File: src/gat_pkg.sv
`default_nettype none

package gat_pkg;

  // coefficient slots per target node, count needs room for 32 itself
  localparam int MAX_NODES = 32;
  localparam int NODE_W    = 6;

  // coefficient is the shift amount of the power-of-two exponential
  localparam int COEF_W = 5;
  typedef logic [COEF_W-1:0] coef_t;

  localparam int EXP_W = 32;
  typedef logic [EXP_W-1:0] exp_t;

  // up to 32 terms of at most 2^31
  localparam int SUM_W = 37;
  typedef logic [SUM_W-1:0] sum_t;

  // weight format u1.11
  localparam int ALPHA_WOI = 1;
  localparam int ALPHA_WOF = 11;
  localparam int ALPHA_W   = ALPHA_WOI + ALPHA_WOF;
  typedef logic [ALPHA_W-1:0] alpha_t;

  // scratchpad map
  localparam int ADDR_W = 6;
  typedef logic [ADDR_W-1:0] addr_t;
  localparam addr_t COEF_BASE  = addr_t'(0);
  localparam addr_t ALPHA_BASE = addr_t'(MAX_NODES);

  localparam int WORD_W = 12;
  typedef logic [WORD_W-1:0] word_t;

  // one divider stage per quotient bit
  localparam int DIV_LAT   = ALPHA_W;
  // holds the scaled dividend and the divisor shifted to the top quotient bit
  localparam int DIV_REM_W = SUM_W + ALPHA_W;

  typedef enum logic [1:0] {
    IDLE,
    SUM,
    DIVIDE,
    FINISH
  } engine_state_t;

endpackage

`default_nettype wire

File: src/fxp_div_pipe.sv
`timescale 1ns/1ns
`default_nettype none

module fxp_div_pipe
  import gat_pkg::*;
(
  input  wire        clk,
  input  wire        rst_n,
  input  wire        i_en,
  input  wire        i_valid,
  input  wire exp_t  i_dividend,
  input  wire sum_t  i_divisor,
  output logic       o_valid,
  output alpha_t     o_quotient
);

  // stage registers, index 0 is the first stage
  logic [DIV_REM_W-1:0] rem_q [DIV_LAT];
  sum_t                 dsr_q [DIV_LAT];
  alpha_t               quo_q [DIV_LAT];
  logic [DIV_LAT-1:0]   vld_q;

  // stage inputs
  logic [DIV_REM_W-1:0] stg_rem [DIV_LAT];
  sum_t                 stg_dsr [DIV_LAT];
  alpha_t               stg_quo [DIV_LAT];

  // trial subtraction per stage
  logic [DIV_REM_W-1:0] trial [DIV_LAT];
  logic [DIV_LAT-1:0]   take;

  always_comb begin
    // scale by 2^WOF so the quotient comes out with 11 fraction bits
    stg_rem[0] = DIV_REM_W'(i_dividend) << ALPHA_WOF;
    stg_dsr[0] = i_divisor;
    stg_quo[0] = '0;
    for (int s = 1; s < DIV_LAT; s++) begin
      stg_rem[s] = rem_q[s-1];
      stg_dsr[s] = dsr_q[s-1];
      stg_quo[s] = quo_q[s-1];
    end
  end

  // stage s decides quotient bit ALPHA_W-1-s, msb first
  always_comb begin
    for (int s = 0; s < DIV_LAT; s++) begin
      trial[s] = DIV_REM_W'(stg_dsr[s]) << (ALPHA_W - 1 - s);
      take[s]  = stg_rem[s] >= trial[s];
    end
  end

  always_ff @(posedge clk) begin
    if (i_en) begin
      for (int s = 0; s < DIV_LAT; s++) begin
        if (take[s]) begin
          rem_q[s] <= stg_rem[s] - trial[s];
        end else begin
          rem_q[s] <= stg_rem[s];
        end
        dsr_q[s] <= stg_dsr[s];
        quo_q[s] <= stg_quo[s] | (alpha_t'(take[s]) << (ALPHA_W - 1 - s));
      end
    end
  end

  // valid bits move in lockstep with the data
  always_ff @(posedge clk) begin
    if (!rst_n) begin
      vld_q <= '0;
    end else if (i_en) begin
      vld_q <= {vld_q[DIV_LAT-2:0], i_valid};
    end
  end

  // remainder is dropped, result truncates
  assign o_valid    = vld_q[DIV_LAT-1];
  assign o_quotient = quo_q[DIV_LAT-1];

endmodule

`default_nettype wire

File: src/gat_softmax_top.sv
`timescale 1ns/1ns
`default_nettype none

module gat_softmax_top
  import gat_pkg::*;
(
  input  wire              clk,
  input  wire              rst_n,
  input  wire              i_start,
  input  wire [NODE_W-1:0] i_num_nodes,
  output logic             o_busy,
  output logic             o_done,
  // host port
  input  wire              i_host_req,
  input  wire              i_host_we,
  input  wire addr_t       i_host_addr,
  input  wire word_t       i_host_wdata,
  output logic             o_host_gnt,
  output logic             o_host_rvalid,
  output word_t            o_host_rdata
);

  // engine to arbiter
  logic  eng_req;
  logic  eng_we;
  addr_t eng_addr;
  word_t eng_wdata;
  logic  eng_gnt;
  logic  eng_rvalid;

  // arbiter to scratchpad
  logic  mem_en;
  logic  mem_we;
  addr_t mem_addr;
  word_t mem_wdata;
  word_t mem_rdata;

  // engine and divider
  logic   div_en;
  logic   div_in_valid;
  exp_t   div_dividend;
  sum_t   div_divisor;
  logic   div_out_valid;
  alpha_t div_quotient;

  // read data is shared, each side qualifies it with its own rvalid
  assign o_host_rdata = mem_rdata;

  softmax_engine engine_i (
    .clk            (clk),
    .rst_n          (rst_n),
    .i_start        (i_start),
    .i_num_nodes    (i_num_nodes),
    .o_busy         (o_busy),
    .o_done         (o_done),
    .o_req          (eng_req),
    .o_we           (eng_we),
    .o_addr         (eng_addr),
    .o_wdata        (eng_wdata),
    .i_gnt          (eng_gnt),
    .i_rvalid       (eng_rvalid),
    .i_rdata        (mem_rdata),
    .o_div_en       (div_en),
    .o_div_valid    (div_in_valid),
    .o_div_dividend (div_dividend),
    .o_div_divisor  (div_divisor),
    .i_div_valid    (div_out_valid),
    .i_div_quotient (div_quotient)
  );

  fxp_div_pipe div_i (
    .clk        (clk),
    .rst_n      (rst_n),
    .i_en       (div_en),
    .i_valid    (div_in_valid),
    .i_dividend (div_dividend),
    .i_divisor  (div_divisor),
    .o_valid    (div_out_valid),
    .o_quotient (div_quotient)
  );

  mem_arbiter arb_i (
    .clk           (clk),
    .rst_n         (rst_n),
    .i_host_req    (i_host_req),
    .i_host_we     (i_host_we),
    .i_host_addr   (i_host_addr),
    .i_host_wdata  (i_host_wdata),
    .o_host_gnt    (o_host_gnt),
    .o_host_rvalid (o_host_rvalid),
    .i_eng_req     (eng_req),
    .i_eng_we      (eng_we),
    .i_eng_addr    (eng_addr),
    .i_eng_wdata   (eng_wdata),
    .o_eng_gnt     (eng_gnt),
    .o_eng_rvalid  (eng_rvalid),
    .o_mem_en      (mem_en),
    .o_mem_we      (mem_we),
    .o_mem_addr    (mem_addr),
    .o_mem_wdata   (mem_wdata)
  );

  node_mem mem_i (
    .clk     (clk),
    .i_we    (mem_we),
    .i_addr  (mem_addr),
    .i_wdata (mem_wdata),
    .i_en    (mem_en),
    .o_rdata (mem_rdata)
  );

endmodule

`default_nettype wire

File: src/mem_arbiter.sv
`timescale 1ns/1ns
`default_nettype none

module mem_arbiter
  import gat_pkg::*;
(
  input  wire        clk,
  input  wire        rst_n,
  // host side, fixed priority
  input  wire        i_host_req,
  input  wire        i_host_we,
  input  wire addr_t i_host_addr,
  input  wire word_t i_host_wdata,
  output logic       o_host_gnt,
  output logic       o_host_rvalid,
  // engine side
  input  wire        i_eng_req,
  input  wire        i_eng_we,
  input  wire addr_t i_eng_addr,
  input  wire word_t i_eng_wdata,
  output logic       o_eng_gnt,
  output logic       o_eng_rvalid,
  // scratchpad port
  output logic       o_mem_en,
  output logic       o_mem_we,
  output addr_t      o_mem_addr,
  output word_t      o_mem_wdata
);

  logic rd_pend_q;
  logic rd_host_q;

  assign o_host_gnt = i_host_req;
  // engine only gets the idle host cycles
  assign o_eng_gnt  = i_eng_req && !i_host_req;

  always_comb begin
    o_mem_en = i_host_req || i_eng_req;
    if (i_host_req) begin
      o_mem_we    = i_host_we;
      o_mem_addr  = i_host_addr;
      o_mem_wdata = i_host_wdata;
    end else begin
      o_mem_we    = i_eng_we;
      o_mem_addr  = i_eng_addr;
      o_mem_wdata = i_eng_wdata;
    end
  end

  // owner of the read in flight
  always_ff @(posedge clk) begin
    if (!rst_n) begin
      rd_pend_q <= 1'b0;
      rd_host_q <= 1'b0;
    end else begin
      rd_pend_q <= o_mem_en && !o_mem_we;
      rd_host_q <= i_host_req;
    end
  end

  assign o_host_rvalid = rd_pend_q && rd_host_q;
  assign o_eng_rvalid  = rd_pend_q && !rd_host_q;

endmodule

`default_nettype wire

File: src/node_mem.sv
`timescale 1ns/1ns
`default_nettype none

module node_mem
  import gat_pkg::*;
(
  input  wire        clk,
  input  wire        i_we,
  input  wire addr_t i_addr,
  input  wire word_t i_wdata,
  input  wire        i_en,
  output word_t      o_rdata
);

  // coefficients in the low half, weights in the high half
  word_t mem_q [2**ADDR_W];

  always_ff @(posedge clk) begin
    if (i_en) begin
      if (i_we) begin
        mem_q[i_addr] <= i_wdata;
      end else begin
        // read data lands one cycle after the access
        o_rdata <= mem_q[i_addr];
      end
    end
  end

endmodule

`default_nettype wire

File: src/softmax_engine.sv
`timescale 1ns/1ns
`default_nettype none

module softmax_engine
  import gat_pkg::*;
(
  input  wire              clk,
  input  wire              rst_n,
  input  wire              i_start,
  input  wire [NODE_W-1:0] i_num_nodes,
  output logic             o_busy,
  output logic             o_done,
  // scratchpad side
  output logic             o_req,
  output logic             o_we,
  output addr_t            o_addr,
  output word_t            o_wdata,
  input  wire              i_gnt,
  input  wire              i_rvalid,
  input  wire word_t       i_rdata,
  // divider side
  output logic             o_div_en,
  output logic             o_div_valid,
  output exp_t             o_div_dividend,
  output sum_t             o_div_divisor,
  input  wire              i_div_valid,
  input  wire alpha_t      i_div_quotient
);

  engine_state_t     state_q;
  logic [NODE_W-1:0] num_q;
  logic [NODE_W-1:0] rd_cnt_q;
  logic [NODE_W-1:0] wr_cnt_q;
  logic              rd_pend_q;
  sum_t              sum_q;
  coef_t             hold_q;
  logic              hold_vld_q;

  logic  in_pass;
  logic  rd_req;
  logic  wr_req;
  coef_t rd_coef;

  assign rd_coef = i_rdata[COEF_W-1:0];
  assign in_pass = (state_q == SUM) || (state_q == DIVIDE);

  // a finished quotient claims the port before the next read
  assign wr_req = i_div_valid;
  // one read outstanding, so the holding register is always free when data returns
  assign rd_req = in_pass && !rd_pend_q && (rd_cnt_q < num_q) && !wr_req;

  always_comb begin
    o_req   = wr_req || rd_req;
    o_we    = wr_req;
    o_wdata = word_t'(i_div_quotient);
    if (wr_req) begin
      o_addr = ALPHA_BASE + addr_t'(wr_cnt_q);
    end else begin
      o_addr = COEF_BASE + addr_t'(rd_cnt_q);
    end
  end

  // whole divider holds while its result waits for the port
  assign o_div_en       = !(i_div_valid && !i_gnt);
  assign o_div_valid    = hold_vld_q;
  assign o_div_dividend = exp_t'(1) << hold_q;
  assign o_div_divisor  = sum_q;

  assign o_busy = state_q != IDLE;
  assign o_done = state_q == FINISH;

  always_ff @(posedge clk) begin
    if (!rst_n) begin
      state_q    <= IDLE;
      num_q      <= '0;
      rd_cnt_q   <= '0;
      wr_cnt_q   <= '0;
      rd_pend_q  <= 1'b0;
      hold_vld_q <= 1'b0;
    end else begin
      if (rd_req && i_gnt) begin
        rd_cnt_q  <= rd_cnt_q + 1'b1;
        rd_pend_q <= 1'b1;
      end else if (i_rvalid) begin
        rd_pend_q <= 1'b0;
      end

      if (wr_req && i_gnt) begin
        wr_cnt_q <= wr_cnt_q + 1'b1;
      end

      // reread coefficient waits here until the divider takes it
      if (state_q == DIVIDE && i_rvalid) begin
        hold_vld_q <= 1'b1;
      end else if (o_div_en) begin
        hold_vld_q <= 1'b0;
      end

      case (state_q)
        IDLE: begin
          if (i_start) begin
            num_q    <= i_num_nodes;
            rd_cnt_q <= '0;
            wr_cnt_q <= '0;
            state_q  <= (i_num_nodes == '0) ? FINISH : SUM;
          end
        end
        SUM: begin
          // last coefficient arrived, restart reads for the second pass
          if (i_rvalid && rd_cnt_q == num_q) begin
            rd_cnt_q <= '0;
            state_q  <= DIVIDE;
          end
        end
        DIVIDE: begin
          if (wr_req && i_gnt && wr_cnt_q == num_q - 1'b1) begin
            state_q <= FINISH;
          end
        end
        default: begin
          state_q <= IDLE;
        end
      endcase
    end
  end

  // sum of exponentials, frozen during the divide pass
  always_ff @(posedge clk) begin
    if (state_q == IDLE && i_start) begin
      sum_q <= '0;
    end else if (state_q == SUM && i_rvalid) begin
      sum_q <= sum_q + sum_t'(exp_t'(1) << rd_coef);
    end
  end

  always_ff @(posedge clk) begin
    if (i_rvalid) begin
      hold_q <= rd_coef;
    end
  end

endmodule

`default_nettype wire

File: config.mk
export PLATFORM = sky130hd
export DESIGN_NAME = gat_softmax_top
export DESIGN_NICKNAME = d
export VERILOG_FILES = /design/src/gat_pkg.sv /design/src/fxp_div_pipe.sv /design/src/gat_softmax_top.sv /design/src/mem_arbiter.sv /design/src/node_mem.sv /design/src/softmax_engine.sv
export SDC_FILE = /design/constraint.sdc
export NUM_CORES = 2
export LEC_CHECK = 0
export ABC_AREA = 0
export BUFFER_PORTS_ARGS = -buffer_cell sky130_fd_sc_hd__clkbuf_2
export CORE_MARGIN = 5
export CORE_UTILIZATION = 45
export DETAILED_ROUTE_END_ITERATION = 12
export PLACE_DENSITY = 0.64
export SLEW_MARGIN = 20
export SYNTH_ARGS = -nofsm -noshare
export SYNTH_HDL_FRONTEND = slang
export SYNTH_SLANG_ARGS = --single-unit
File: constraint.sdc
create_clock -name clk -period 31.9 [get_ports clk]
set_input_delay 4.785 -clock clk [delete_from_list [all_inputs] [get_ports clk]]
set_output_delay 4.785 -clock clk [all_outputs]
set_load 0.02 [all_outputs]
==> impl_metrics.yaml <==
global_route:
  first_global_vias: 63600
  grt_use_met1: 0.2919
  grt_use_met3: 0.04059
  grt_pass1_wl_mm: 370.1
  grt.overflow.total: 0
  grt_usage: 0.2163
  grt_antenna_before_repair: 7
  met2_usage: 0.3491
  busiest_layer: "met2"
  grt_max_degree: 139
critical_path:
  worstSetupEndpointType: "primary output"
  cp_data_arrival_time_ns: 5.67
  r2r_slack_ns: 26.43
  crit_fanout: 37
  startpoint_type: "input port"
  cp_slowest_cell: "buf_4"
  required_ns: 27.12
  critPathMaxStageDelay_ns: 0.52
  path_class: "input port to primary output"
  cpMostUsedCell: "clkbuf_2"
  timing.critical_path.cells: "clkbuf_2, buf_4, clkbuf_2"
status:
  status: "complete, no violations"
sta:
  max-slew-margin-rel: 0.2636
  period_needed_ns: 10.46
  finalCritPeriodShare: 0.3278
  drv_slew: 0
  setup_ws_ns: 21.44
  setup_viol: 0
  final-hold-violation-count: 0
  setup_tns_ns: 0
  skew_ns: 0.06212
  worst_pin_slew_ns: 1.100
  fmax_ghz: 0.09562
  rsz0062_at_grt: "false"
  hold_ws_ns: 0.3862
floorplanning:
  die_w_um: 466.1
  dieArea_um2: 217300
  fp.dieH_um: 466.1
  core_um2: 207100
  ios: 45
  start_util: 0.4521
  num_rows: 167
clocking:
  ctsHtreeMaxLevel: 4
  cts_hold_buf: 0
  cts_setup_buffers: 0
  cts_resized: 0
  cts-root-buf: "clkbuf_16"
  clock-sinks: 1816
  cts_buffer_depth: 3
  cts.reportedPaths.clkPinSlew_ns: 0.06
  cts_tree: "yes"
  cts_buffers: 193
  clk_latency_ns: 0.86
synth:
  synth_cell_types: 97
  ys_seq_area_frac: 0.5747
  syn_nets: 8809
  ys_async_sr_fraction: 0
  syn_area_um2: 93620
  synth-seq-cells: 1816
  ys_warn_count: 0
  synthCells: 8285
  synth_top_flop_cell: "edfxtp_1"
  synth_edf_count: 1743
  synth.avg_cell_area_um2: 11.30
final_layout:
  regArea_um2: 53800
  final-instance-count-excl-fill: 11290
  multi_input_area_um2: 36560
  syn2layout_area_growth_pct: 10.81
  drive_gt1_frac: 0.07439
  fillCellCount: 17990
  nets: 8863
route:
  detail_route.wl_per_cell_um: 21.40
  wirelength_mm: 241.6
  num_vias: 65250
  vias_per_cell: 5.781
  route.antenna.remaining_nets: 0
  dr.first_iter.drc_count: 6134
  drc: 0
  drtPass1Iterations: 6
placement:
  portBuffers: 44
  hpwl_mm: 170.1
  place_worst_setup_slack_ns: 21.44
  gp_congestion: 0.9076
  dp.cells: 10930
power_and_ir_drop:
  power.density_nw_per_um2: 93.02
  ir_drop_uv: 87.81
  power_leakage_nw: 37.41
hold_path:
  hold_path.class: "flip-flop to flip-flop"
flow_run:
  cap_violations: 0
placed cells by master (no fill, tap or decap), types with 52 or more instances in the layout:
cell type,instances
a21o_1,240
o21ai_0,482
ha_1,483
and3_1,52
buf_4,123
dfxtp_1,73
nand4_1,101
nor2_1,533
xnor2_1,245
o211ai_1,52
inv_1,584
a31oi_1,58
nor2b_1,64
nand2b_1,64
clkbuf_16,193
o21a_1,59
xor2_1,208
a22oi_1,143
o21bai_1,65
nand2_1,866
edfxtp_1,1743
nor3_1,108
a211oi_1,73
a21oi_1,749
nand3_1,128
mux2_2,63
final cells by class:
class	instances	area share
clock buffer	221	0.04766
timing repair buffer	169	0.01132
antenna	3	0.00007236
clock inverter	131	0.01503
sequential	1816	0.5186
tap	2788	0.03362
multi-input combinational	5573	0.3524
inverter	586	0.02135
sequential cells by signal, summed over array words and instances, names as in the netlist:
register / flops
div_i.vld_q: 12
engine_i.rd_cnt_q: 6
arb_i.rd_pend_q: 1
arb_i.rd_host_q: 1
div_i.dsr_q: 407
engine_i.o_div_divisor: 37
engine_i.rd_pend_q: 1
mem_i.mem_q: 768
mem_i.o_rdata: 12
div_i.quo_q: 78
engine_i.o_div_valid: 1
engine_i.hold_q: 5
engine_i.wr_cnt_q: 6
div_i.rem_q: 473
engine_i.state_q: 2
engine_i.num_q: 6
layer usage:
layer,vias to the layer above,wire [µm]
met5,-,161
met4,2,9684
met3,517,18100
met2,2422,110500
met1,31430,103100
li1,30880,-
synthesized netlist by cell type (all sizes together), types with 47 or more instances:
cell	number	area [µm²]
a221oi	52	461.7
edfxtp	1743	52340
a211oi	74	560.5
a31oi	59	384.1
nor2	558	2095
buf	104	488.0
ha	483	6043
nor3	117	600.6
nand2	867	3257
and3	52	325.3
a21o	242	1818
xnor2	245	2146
inv	586	2200
o21ai	497	2491
a22oi	143	1074
nor2b	64	400.4
nand3	128	640.6
dfxtp	73	1461
nand2b	64	400.4
o21bai	65	488.0
o211ai	52	390.4
clkbuf	206	774.5
a21oi	751	3766
o31ai	47	362.8
mux2	63	709.4
xor2	208	1822
nand4	101	631.9
o21a	62	465.5
worst max-delay path: cells and delay by family:
kind,cells,cell delay (ns)
buf+inv,3,0.89
final timing paths:
path	start	to	depth (start not counted)
worst max-delay path	i_host_req	o_host_gnt	3
worst min-delay path	div_i.quo_q[2][28]	div_i.quo_q[2][40]	0
worst max register to register	div_i.vld_q[11]	mem_i.o_rdata[8]	11
worst min register to register	div_i.quo_q[2][28]	div_i.quo_q[2][40]	0
cells by family after synthesis:
kind of cell	Yosys count	share of synthesized area
adders and majority gates	495	0.06712
AOI/OAI and AO/OA	2343	0.1588
buffers and inverters	896	0.03698
DFF	1816	0.5747
xor gates and xnor gates	453	0.04238
muxes	103	0.01373
and+or+nand+nor	2179	0.1063
stage by stage:
step / power, mW / utilization / cell area [µm²]
2_1_floorplan: 6.360 / - / 93620
3_3_place_gp: 7.328 / 0.4693 / 97180
3_5_place_dp: 7.375 / 0.4695 / 97210
4_1_cts: 9.669 / 0.5009 / 103700
5_1_grt: 10.25 / 0.5010 / 103700
6_report: 9.651 / 0.5010 / 103700
where the power goes:
group          leakage [nW]  switching, mW  internal, mW  total [mW]
clock network          3.13          0.959          1.32        2.28
registers              18.4          0.259          3.24        3.50
logic                  15.9           2.31          1.57        3.88
total                  37.4           3.53          6.12        9.65
Note: power is estimated with default switching activity, not from simulation.
